**config.mk**
```make
export PLATFORM = sky130hd
export DESIGN_NAME = gpio_top
export DESIGN_NICKNAME = d
export VERILOG_FILES = /design/src/source/gpio_bus_pkg.sv /design/src/source/gpio_pin_pkg.sv /design/src/source/gpio_apb_regs.sv /design/src/source/gpio_pad_drive.sv /design/src/source/gpio_sync_stage.sv /design/src/source/gpio_top.sv
export SDC_FILE = /design/constraint.sdc
export NUM_CORES = 1
export LEC_CHECK = 0
export ABC_CLOCK_PERIOD_IN_PS = 2000
export BUFFER_PORTS_ARGS = -buffer_cell sky130_fd_sc_hd__buf_2
export CORE_UTILIZATION = 52
export CTS_BUF_LIST = sky130_fd_sc_hd__clkbuf_4
export CTS_CLUSTER_DIAMETER = 150
export DETAILED_ROUTE_END_ITERATION = 10
export HOLD_SLACK_MARGIN = 0.08
export PLACE_DENSITY = 0.79
export REMOVE_ABC_BUFFERS = 1
export SYNTH_ARGS = -nofsm -noshare
export SYNTH_HDL_FRONTEND = slang
export SYNTH_SLANG_ARGS = --single-unit
```
**constraint.sdc**
```tcl
create_clock -name clk -period 2 [get_ports clk]
set_clock_uncertainty 0.05 [all_clocks]
set_input_delay 0.2 -clock clk [delete_from_list [all_inputs] [get_ports clk]]
set_output_delay 0.2 -clock clk [all_outputs]
set_load 0.03 [all_outputs]
```
**src/source/gpio_bus_pkg.sv**
```systemverilog
`default_nettype none

package gpio_bus_pkg;

    localparam int ADDR_WIDTH = 12;             // APB address bits
    localparam int DATA_WIDTH = 32;
    localparam int STRB_WIDTH = DATA_WIDTH / 8; // One strobe per byte lane
    localparam int WORD_SHIFT = 2;              // Byte offset inside a word

    // Word indexes as decoded from paddr[ADDR_WIDTH-1:WORD_SHIFT]
    localparam logic [ADDR_WIDTH-WORD_SHIFT-1:0] REG_IDR    = 'd0; // Read only
    localparam logic [ADDR_WIDTH-WORD_SHIFT-1:0] REG_ODR    = 'd1;
    localparam logic [ADDR_WIDTH-WORD_SHIFT-1:0] REG_MODER  = 'd2;
    localparam logic [ADDR_WIDTH-WORD_SHIFT-1:0] REG_OTYPER = 'd3;
    localparam logic [ADDR_WIDTH-WORD_SHIFT-1:0] REG_FSR0   = 'd4; // Pins 0 to 15
    localparam logic [ADDR_WIDTH-WORD_SHIFT-1:0] REG_FSR1   = 'd5; // Pins 16 to 31
    localparam logic [ADDR_WIDTH-WORD_SHIFT-1:0] REG_IER    = 'd6;

    typedef logic [ADDR_WIDTH-1:0] addr_t;
    typedef logic [DATA_WIDTH-1:0] data_t;
    typedef logic [STRB_WIDTH-1:0] strb_t;

endpackage

`default_nettype wire

```
**src/source/gpio_pin_pkg.sv**
```systemverilog
`default_nettype none

package gpio_pin_pkg;

    localparam int GPIO_WIDTH = 32;
    localparam int FSR_WORDS  = (2 * GPIO_WIDTH + 31) / 32; // Two function bits per pin

    typedef logic [GPIO_WIDTH-1:0] gpio_t;
    typedef logic [1:0]            func_t;

    // Function select codes
    localparam func_t FUNC_GPIO = 2'd0;
    localparam func_t FUNC_ALT1 = 2'd1;
    localparam func_t FUNC_ALT2 = 2'd2;
    localparam func_t FUNC_ALT3 = 2'd3;

    // Direction bit in MODER
    localparam logic MODE_INPUT  = 1'b0;
    localparam logic MODE_OUTPUT = 1'b1;

    // Output type bit in OTYPER
    localparam logic OTYPE_PUSH_PULL  = 1'b0;
    localparam logic OTYPE_OPEN_DRAIN = 1'b1;

endpackage

`default_nettype wire

```
**src/source/gpio_apb_regs.sv**
```systemverilog
`timescale 1ns/1ns
`default_nettype none

module gpio_apb_regs
    import gpio_bus_pkg::*, gpio_pin_pkg::*;
(
    input  logic  clk,
    input  logic  rst,

    input  addr_t paddr,
    input  logic  psel,
    input  logic  penable,
    input  logic  pwrite,
    input  data_t pwdata,
    input  strb_t pstrb,
    output logic  pready,
    output data_t prdata,
    output logic  pslverr,

    input  logic  pause_req,  // Synchronized
    output logic  pause_ack,

    input  gpio_t idr,
    output gpio_t odr,
    output gpio_t moder,
    output gpio_t otyper,
    output data_t fsr [FSR_WORDS],
    output gpio_t ier,

    output logic  irq
);

    logic [ADDR_WIDTH-WORD_SHIFT-1:0] index;
    data_t                            lane_mask;
    data_t                            rd_data;
    logic                             idx_hit;
    logic                             access_err;
    logic                             paused;

    function automatic data_t merge_lanes(input data_t old_word, input data_t new_word,
                                          input data_t strobe_mask);
        return (new_word & strobe_mask) | (old_word & ~strobe_mask);
    endfunction

    assign index  = paddr[ADDR_WIDTH-1:WORD_SHIFT];
    assign paused = pause_req && pause_ack;

    // Expand byte strobes to a bit mask
    always_comb begin
        for (int i = 0; i < STRB_WIDTH; i++) begin
            lane_mask[i*8 +: 8] = {8{pstrb[i]}};
        end
    end

    // Read mux and address check
    always_comb begin
        rd_data = '0;
        idx_hit = 1'b1;
        case (index)
            REG_IDR:    rd_data = idr;
            REG_ODR:    rd_data = odr;
            REG_MODER:  rd_data = moder;
            REG_OTYPER: rd_data = otyper;
            REG_FSR0:   rd_data = fsr[0];
            REG_FSR1:   rd_data = fsr[1];
            REG_IER:    rd_data = ier;
            default:    idx_hit = 1'b0;  // Unmapped
        endcase
    end

    // IDR is read only
    assign access_err = !idx_hit || (pwrite && index == REG_IDR);

    always_ff @(posedge clk) begin
        if (rst) begin
            odr       <= '0;
            moder     <= '0;
            otyper    <= '0;
            fsr       <= '{default: '0};
            ier       <= '0;
            pready    <= 1'b0;
            prdata    <= '0;
            pslverr   <= 1'b0;
            pause_ack <= 1'b0;
        end else if (paused) begin
            // Frozen, bus stays tied off with an error
        end else if (psel && !pready && !pause_req) begin
            // Setup cycle seen, respond in the first access cycle
            pready  <= 1'b1;
            pslverr <= access_err;
            prdata  <= (pwrite || access_err) ? '0 : rd_data;
            if (pwrite && !access_err) begin
                case (index)
                    REG_ODR:    odr    <= merge_lanes(odr, pwdata, lane_mask);
                    REG_MODER:  moder  <= merge_lanes(moder, pwdata, lane_mask);
                    REG_OTYPER: otyper <= merge_lanes(otyper, pwdata, lane_mask);
                    REG_FSR0:   fsr[0] <= merge_lanes(fsr[0], pwdata, lane_mask);
                    REG_FSR1:   fsr[1] <= merge_lanes(fsr[1], pwdata, lane_mask);
                    REG_IER:    ier    <= merge_lanes(ier, pwdata, lane_mask);
                    default: ;
                endcase
            end
        end else if (psel && penable && pready && !pause_ack) begin
            // Transfer done
            pready  <= 1'b0;
            prdata  <= '0;
            pslverr <= 1'b0;
        end else if (pause_req && !pause_ack && !pready) begin
            // Enter pause once no response is outstanding
            pause_ack <= 1'b1;
            pready    <= 1'b1;
            pslverr   <= 1'b1;
            prdata    <= '0;
        end else if (!pause_req && pause_ack) begin
            // Resume
            pause_ack <= 1'b0;
            pready    <= 1'b0;
            pslverr   <= 1'b0;
            prdata    <= '0;
        end
    end

    // Level interrupt, held low during pause
    assign irq = (|(ier & idr)) && !paused;

    a_err_needs_ready: assert property (
        @(posedge clk) disable iff (rst) pslverr |-> pready
    );

    // pready only answers a selected transfer, or ties off the bus on pause
    a_ready_after_sel: assert property (
        @(posedge clk) disable iff (rst) $rose(pready) |-> $past(psel) || pause_ack
    );

endmodule

`default_nettype wire

```
**src/source/gpio_pad_drive.sv**
```systemverilog
`timescale 1ns/1ns
`default_nettype none

module gpio_pad_drive
    import gpio_bus_pkg::*, gpio_pin_pkg::*;
(
    input  logic  clk,
    input  logic  rst,
    input  gpio_t odr,
    input  gpio_t moder,
    input  gpio_t otyper,
    input  data_t fsr [FSR_WORDS],
    input  gpio_t alt_out_1,
    input  gpio_t alt_out_2,
    input  gpio_t alt_out_3,
    output gpio_t pad_out,
    output gpio_t pad_oe
);

    func_t func_sel [GPIO_WIDTH];
    gpio_t sel_val;
    gpio_t next_out;
    gpio_t next_oe;

    always_comb begin
        for (int i = 0; i < GPIO_WIDTH; i++) begin
            // Two bits per pin, packed low pin first
            func_sel[i] = fsr[(2 * i) / DATA_WIDTH][(2 * i) % DATA_WIDTH +: 2];
            unique case (func_sel[i])
                FUNC_GPIO: sel_val[i] = odr[i];
                FUNC_ALT1: sel_val[i] = alt_out_1[i];
                FUNC_ALT2: sel_val[i] = alt_out_2[i];
                FUNC_ALT3: sel_val[i] = alt_out_3[i];
            endcase
            if (otyper[i] == OTYPE_OPEN_DRAIN) begin
                next_oe[i]  = (moder[i] == MODE_OUTPUT) && !sel_val[i]; // Only pull low
                next_out[i] = 1'b0;
            end else begin
                next_oe[i]  = (moder[i] == MODE_OUTPUT);
                next_out[i] = sel_val[i];
            end
        end
    end

    always_ff @(posedge clk) begin
        if (rst) begin
            pad_out <= '0;
            pad_oe  <= '0;
        end else begin
            pad_out <= next_out;
            pad_oe  <= next_oe;
        end
    end

    // Pad register lags OTYPER by one cycle
    a_open_drain_low: assert property (
        @(posedge clk) disable iff (rst) (pad_out & $past(otyper)) == '0
    );

endmodule

`default_nettype wire

```
**src/source/gpio_sync_stage.sv**
```systemverilog
`timescale 1ns/1ns
`default_nettype none

module gpio_sync_stage
    import gpio_pin_pkg::*;
#(
    parameter type payload_t = gpio_t
) (
    input  logic     clk,
    input  logic     rst,
    input  payload_t async_in,
    output payload_t sync_out
);

    // First flop may go metastable, second one settles it
    payload_t meta_q;

    always_ff @(posedge clk) begin
        if (rst) begin
            meta_q   <= '0;
            sync_out <= '0;
        end else begin
            meta_q   <= async_in;
            sync_out <= meta_q;  // Two cycles from pin to output
        end
    end

endmodule

`default_nettype wire

```
**src/source/gpio_top.sv**
```systemverilog
`timescale 1ns/1ns
`default_nettype none

module gpio_top
    import gpio_bus_pkg::*, gpio_pin_pkg::*;
(
    input  logic  clk,
    input  logic  rst,

    input  addr_t paddr,
    input  logic  psel,
    input  logic  penable,
    input  logic  pwrite,
    input  data_t pwdata,
    input  strb_t pstrb,
    output logic  pready,
    output data_t prdata,
    output logic  pslverr,

    input  logic  pause_req,
    output logic  pause_ack,

    output logic  irq,

    input  gpio_t pad_in,
    output gpio_t pad_out,
    output gpio_t pad_oe,

    input  gpio_t alt_out_1,
    input  gpio_t alt_out_2,
    input  gpio_t alt_out_3
);

    gpio_t idr;         // Synchronized pad inputs
    logic  pause_sync;
    gpio_t odr;
    gpio_t moder;
    gpio_t otyper;
    data_t fsr [FSR_WORDS];
    gpio_t ier;

    gpio_sync_stage #(
        .payload_t(gpio_t)
    ) u_pin_sync (
        .clk      (clk),
        .rst      (rst),
        .async_in (pad_in),
        .sync_out (idr)
    );

    gpio_sync_stage #(
        .payload_t(logic)
    ) u_pause_sync (
        .clk      (clk),
        .rst      (rst),
        .async_in (pause_req),
        .sync_out (pause_sync)
    );

    gpio_apb_regs u_regs (
        .clk       (clk),
        .rst       (rst),
        .paddr     (paddr),
        .psel      (psel),
        .penable   (penable),
        .pwrite    (pwrite),
        .pwdata    (pwdata),
        .pstrb     (pstrb),
        .pready    (pready),
        .prdata    (prdata),
        .pslverr   (pslverr),
        .pause_req (pause_sync),
        .pause_ack (pause_ack),
        .idr       (idr),
        .odr       (odr),
        .moder     (moder),
        .otyper    (otyper),
        .fsr       (fsr),
        .ier       (ier),
        .irq       (irq)
    );

    gpio_pad_drive u_pad (
        .clk       (clk),
        .rst       (rst),
        .odr       (odr),
        .moder     (moder),
        .otyper    (otyper),
        .fsr       (fsr),
        .alt_out_1 (alt_out_1),
        .alt_out_2 (alt_out_2),
        .alt_out_3 (alt_out_3),
        .pad_out   (pad_out),
        .pad_oe    (pad_oe)
    );

endmodule

`default_nettype wire

```
==> impl_results.md, run 1 <==
* Status: finished with violations
* Failing checks: setup timing
* Fin crit share at 1.23
* Post-route setup slack at -0.467 ns
* Largest delay share family, worst path: simple AND/OR/NAND/NOR gates
* RSZ-0062 raised after global routing: true
* Utilization after layout at 0.734
* Reg clk slew, reported paths at around 0.07 ns
* CP max-delay cell: dfxtp_2
* Post-synthesis xor/xnor area fraction at 0.000606
* Routed WL at 52.9 mm
* H-tree Lvls at 3
* Placed cell area at roughly 17000 um^2
* Seq pwr share at 0.496
* Cts bufs inserted at 91
* Synth unique cells at 51
* DR DRC count at 0
* Clk pwr share at 0.431
* Synth top area share at 0.495
* Synth top area cells: dfxtp_1 49%, nand2_1 8.2%, mux4_2 8.1%
* Switching share of total power at 0.242
* Mux cell area share after synthesis at 0.168
* Pre-CTS setup slack at -0.436 ns
* First-pass GRT wire length at a little under 80 mm
* DR iter-0 viols at around 1600
* Pint at ~11000 uW
* Fillers at 1839
* Critical Path RT at 1.75 ns
* Net Switching at 3530 uW
* Vias per Instance at between 5 and 6
* Most common cell in the synthesized netlist: dfxtp_1
* RD Place Congestion at 0.956
* Worst hold path type: primary input to register
* Max_slew headroom at 0.600
* Post-Synth Simple-Gate Area at 0.204
* Main combinational cell family by area after synthesis: simple AND/OR/NAND/NOR gates
* Initial antenna violation count at 2
* Worst-margin pin slew at about 0.6 ns
* Initial Utilization at 0.533
* FF-to-FF setup slack at -0.11 ns
* TritonCTS clock tree: done
* CTS root buf: clkbuf_4
* WHS at about 0.13 ns
* Clock Tree Buf Depth at 3
* Critical path arrival at between 2 and 2.5 ns
* Number of global-route vias before repair at between 10000 and 15000
* Via Count at roughly 14000
* Grt total ovfl at 0
* Maximum clock frequency at 0.405 GHz
* # IOs at 282
* Post-Synth Adder-Cell Area at 0
* Drt wl/cell at 21.2 um
* Ys async rst share at 0
* Ys flop type: dfxtp_1
* Max Cap Viol at 0
* Post-Syn Area at between 10000 and 15000 um^2
* Row count at 60
* Final setup vio count at 34
* DPL Wire Length at around 35 mm
* Die Wd at around 170 um
* Sequential element share of the synthesized area at 0.495
* GRT Total Usage at 0.366
* Final instance area at between 15000 and 20000 um^2
* Critical path buffer and inverter count at 2
* Worst-path fanout max at 2
* Maximum vdd drop at 0.419 mV
* Max incr delay on CP at around 0.34 ns
* Core region area at 27100 um^2
* Combinational Power Share at 0.073
* Final Max Slew Viols at 0
* Port bufs at approximately 280
* TritonRoute pass-1 iters at 5
* Crit-path cells: a22oi_2, nand4_1, nor4_2, buf_4, a21oi_2, buf_6
* Tmin final at ~2.5 ns
* Hold Violations, Final at 0
* Die ar. at roughly 28000 um^2
* Endpoint class of the critical path: primary output
* Kind of critical path: register to primary output
* PD cells at between 700 and 800 nW/um^2
* Syn avg cell area at ~9.6 um^2
* Synth warn at 0
* EDFF count, synth at 0
* Clk sinks at 357
* Clk_lat worst skew at between 0.7 and 0.8 ns
* Leak at ~0.0084 uW
* Crit path launch type: register
* Die extent in y at approximately 170 um
* ANT nets after route at 0
* Complex-gate fraction of the synthesized area at 0.107
* Synth area leader: dfxtp_1
* Layout cells sized above 1 at 0.304
* Most common library cells after synthesis: 357 x dfxtp_1, 317 x nand2_1, 172 x a21oi_1
* Area growth syn-to-layout at 37.8%
* Mapped Cells at roughly 1500
* Nets at between 2000 and 2500
* Largest net degree at the start of global routing at 86
* #FFs+latches synth at approximately 360
final timing paths:
path	start	endpoint	depth (start not counted)
worst max-delay path	register	irq	6
worst min-delay path	alt_out_1[14]	u_pad.pad_out[14]	3
worst max register to register	u_pause_sync.sync_out	register	6
worst min register to register	u_pin_sync.meta_q[12]	u_pin_sync.sync_out[12]	1
area by class of cell:
cell class              count  area [um^2]  share of cell area
clock buffers             137         1030              0.0517
repair buffers            557         4060               0.204
clock inverters            13          108             0.00541
flip-flops and latches    357         7150               0.360
multi-input cells        1060         7070               0.355
diodes                      2         5.00            0.000252
inverters                   1         3.75            0.000189
well taps                 372          465              0.0234
layout by cell type (no fill, tap or decap), drive strengths merged, types with 6 or more instances in the layout:
master,netlist,routed
nand2b,39,39
nand2,317,317
mux2,10,10
buf,26,400
a21oi,172,172
nor2,86,86
nor4,7,7
nor2b,72,72
dlygate4sd3,0,157
a22oi,17,17
mux4,52,52
a22o,13,13
clkbuf,61,137
nand3,13,13
clkinv,0,9
nor3b,37,37
a222oi,6,6
and2,9,9
dfxtp,357,357
o21ai,47,47
mux2i,114,114
nand4,13,13
tightest hold or removal path, cell delays in order:
cell and delay [ns]:
buf_2 0.10, mux4_2 0.23, nor3b_1 0.27
what timing repair did:
item                                    4_1_cts  5_1_grt
buffers inserted                              2        2
resized for setup                            18       33
hold buffers                                157        0
pin swaps                                     4        9
endpoints found under the hold margin       316        0
endpoints found under the setup margin       74       85
cloned                                        0        0
power by group through the flow:
stage / Sequential (uW) / Clock (uW) / Combinational, uW
CTS: 7210 / 6300 / 1010
detailed placement: 7370 / 0 / 816
global placement: 7370 / 0 / 808
global route: 7210 / 6670 / 1110
finish: 7220 / 6270 / 1060
floorplan: 7360 / 0 / 212
logic make-up (layout without fill, tap and decap cells):
family	Yosys count	count (layout)
multiplexers	176	176
other	0	2
XOR/XNOR	1	1
flip-flops	357	357
AND/OR/NAND/NOR	610	610
buffers and inverters	88	708
AO/OA/AOI/OAI	273	273
metal layers:
metal / track usage / vias up / wire length [um]
met5: 0 / - / 0
met4: 0.202 / 0 / 2590
met3: 0.0802 / 197 / 5160
met2: 0.608 / 927 / 25200
met1: 0.444 / 6879 / 20000
li1: - / 6420 / -
per-stage QoR:
| step | setup TNS [ns] | total power (uW) | std cells |
|---|---|---|---|
| 3_3_place_gp | -38.12 | 8180 | 2186 |
| 2_1_floorplan | -37.86 | 7580 | 1418 |
| 6_report | -2.22 | 14600 | 2499 |
| 4_1_cts | -1.26 | 14500 | 2495 |
| 3_5_place_dp | -43.47 | 8180 | 2186 |
| 5_1_grt | -3.24 | 15000 | 2498 |
No activity file was read; power rests on OpenSTA's default activity.
==> run 2, diff against run 1 <==
SETUP_SLACK_MARGIN = 0.2   (was unset)
==> run 2 against run 1 <==
Effect of this change: the run still ends with setup timing left; worst hold slack got worse by 0.12 ns; critical path depth did not move; routed wire length grew 9.8%; register-to-register slack worse by 0.08 ns; core utilization is 5.4 points higher; fmax about the same; sequential share of layout area down 2.3 points; setup slack improved by 0.0023 ns; cell count increased by 1.5%; power rose by 1.7%; largest cell class is now multi-input gates.
==> impl_results.md, run 2 (synthesis gave the netlist of run 1 again) <==
* H-tree Lvls at 3 (unchanged)
* Multi-input logic area at 7990 um^2 (+13%)
* Nets at 2285 (+1.6%)
* CP Depth at 6 (unchanged)
* Tmin final at 2.46 ns (-0.00235 ns)
* ANT nets after route at 0 (unchanged)
* Leak at 0.00900 uW (+7.1%)
* Crit-path cells: a22oi_2, nand4_1, nor4_2, buf_4, a21oi_2, buf_6
* Largest net degree at the start of global routing at 86 (unchanged)
* PD cells at 693 nW/um^2 (-5.3%)
* Clock Tree Buf Depth at 3 (unchanged)
* Worst R2R Path Depth at 6 (unchanged)
* Hold Violations, Final at 0 (unchanged)
* RD Place Congestion at 0.956 (unchanged)
* Layout cells sized above 1 at 0.412 (+0.108)
* Maximum clock frequency at 0.406 GHz (about the same)
* Number of global-route vias before repair at 14900 (+4.5%)
* GRT Total Usage at 0.384 (+0.0173)
* Initial Utilization at 0.533 (unchanged)
* Max_slew headroom at 0.606 (+0.00604)
* Placed cell area at 16900 um^2 (unchanged)
* Worst-path fanout max at 2 (unchanged)
* Critical path arrival at 2.21 ns (about the same)
* Die extent in y at 169 um (unchanged)
* Post-route setup slack at -0.464 ns (+0.00235 ns)
* Core region area at 27100 um^2 (unchanged)
* Routed WL at 58.1 mm (+9.8%)
* Most common cell after layout, fill and taps aside: dfxtp_1
* Worst hold path type: primary input to register
* Status: finished with violations
* Failing checks: setup timing
* Grt total ovfl at 0 (unchanged)
* Fin crit share at 1.23 (about the same)
* Worst-margin pin slew at 0.590 ns (-0.00904 ns)
* FF-to-FF setup slack at -0.19 ns (-0.08 ns)
* Final Max Slew Viols at 0 (unchanged)
* # IOs at 282 (unchanged)
* First-pass GRT wire length at 82.8 mm (+4.4%)
* Final instance area at 21400 um^2 (+7.4%)
* Die ar. at 28400 um^2 (unchanged)
* DR iter-0 viols at 1711 (+8.6%)
* CTS root buf: clkbuf_4
* Reg clk slew, reported paths at 0.07 ns (about the same)
* Final setup vio count at 40 (+18%)
* Fillers at 1576 (-14%)
* Hold-critical path depth at 3 (unchanged)
* CP max-delay cell: dfxtp_2
* Clk_lat worst skew at 0.73 ns (about the same)
* TritonCTS clock tree: done
* Row count at 60 (unchanged)
* Port bufs at 279 (unchanged)
* RSZ-0062 raised after global routing: true
* Drt wl/cell at 22.9 um (+8.1%)
* Crit path launch type: register
* Initial antenna violation count at 4 (+2)
* Kind of critical path: register to primary output
* Max Cap Viol at 0 (unchanged)
* Register area at 7190 um^2 (+0.49%)
* Via Count at 15200 (+5.5%)
* Maximum vdd drop at 0.428 mV (+2.0%)
* Commonest non-fill, non-tap cells in the layout: 336 x dfxtp_1, 276 x buf_2, 199 x nand2_1
* DPL Wire Length at 35.3 mm (unchanged)
* Critical Path RT at 1.75 ns (about the same)
* Largest delay share family, worst path: simple AND/OR/NAND/NOR gates
* Max incr delay on CP at 0.34 ns (about the same)
* Die Wd at 169 um (unchanged)
* Clk sinks at 357 (unchanged)
* Vias per Instance at 6.00 (+3.9%)
* TritonRoute pass-1 iters at 9 (+4)
* Endpoint class of the critical path: primary output
* Critical path buffer and inverter count at 2 (unchanged)
* Area growth syn-to-layout at 47.9%
* Cts bufs inserted at 91 (unchanged)
* DR DRC count at 0 (unchanged)
* WHS at 0.0108 ns (-0.118 ns)
-- run 2: cell count changes in the layout (fill, tap and decap cells not counted), moves of 6 or more --
cell / previous run / this run
nand2_2: 1 / 79
dlygate4sd3_1: 157 / 183
buf_4: 98 / 72
a21oi_2: 11 / 96
buf_6: 16 / 47
dfxtp_2: 5 / 15
dfxtp_1: 352 / 336
nand2_1: 316 / 199
dfxtp_4: 0 / 6
nand2_4: 0 / 39
a21oi_1: 161 / 75
-- run 2: through the flow --
stage	total power [uW]	TNS (ns)	utilization	setup slack, ns	std cells
after global routing	15200	-5.36	0.788	-0.480	2534
after floorplan	7580	-37.86	-	-0.488	1418
after global placement	8180	-38.12	0.625	-0.368	2186
after detailed placement	8180	-43.47	0.625	-0.436	2186
final	14800	-3.26	0.788	-0.464	2537
after CTS	14600	-1.85	0.747	-0.453	2518
-- run 2: final timing paths --
kind,endpoint,startpoint
setup / recovery,irq,register
hold / removal,u_pad.pad_out[22],alt_out_1[22]
setup reg to reg,register,u_regs.pready
hold reg to reg,u_pin_sync.sync_out[12],u_pin_sync.meta_q[12]
-- run 2: where the power goes --
group / switching (uW) / leakage, uW / internal, uW
clock network: 3010 / 0.000682 / 3350
logic: 655 / 0.00541 / 579
registers: 39.8 / 0.00290 / 7170
total: 3710 / 0.00900 / 11100
-- run 2: repair_timing --
item | in CTS | in global routing
gates cloned | 0 | 1
hold buffers | 180 | 8
buffers inserted | 2 | 9
endpoints found under the setup margin | 140 | 206
hold endpoints to repair | 313 | 6
gates resized for setup | 103 | 275
pin swaps | 63 | 125
-- run 2: routing by layer --
layer  global-route usage  vias up  wire length (um)
met5                    0        -                 0
met4                0.242        0              4020
met3               0.0931      330              6260
met2                0.637     1144             27500
met1                0.447     7231             20300
li1                     -     6512                 -
-- run 2: tightest hold or removal path, delay by kind of cell --
kind	cells	cell delay, ns
mux	1	0.23
buf+inv	1	0.08
simple gates	1	0.20
-- run 2: area by class of cell --
cell class                 instances  share of cell area
antenna                            5            0.000586
clock buffer                     137              0.0481
clock inverter                    13             0.00504
inverter                           1            0.000176
multi-input combinational       1060               0.374
sequential                       357               0.336
tap                              372              0.0218
timing repair buffer             592               0.214
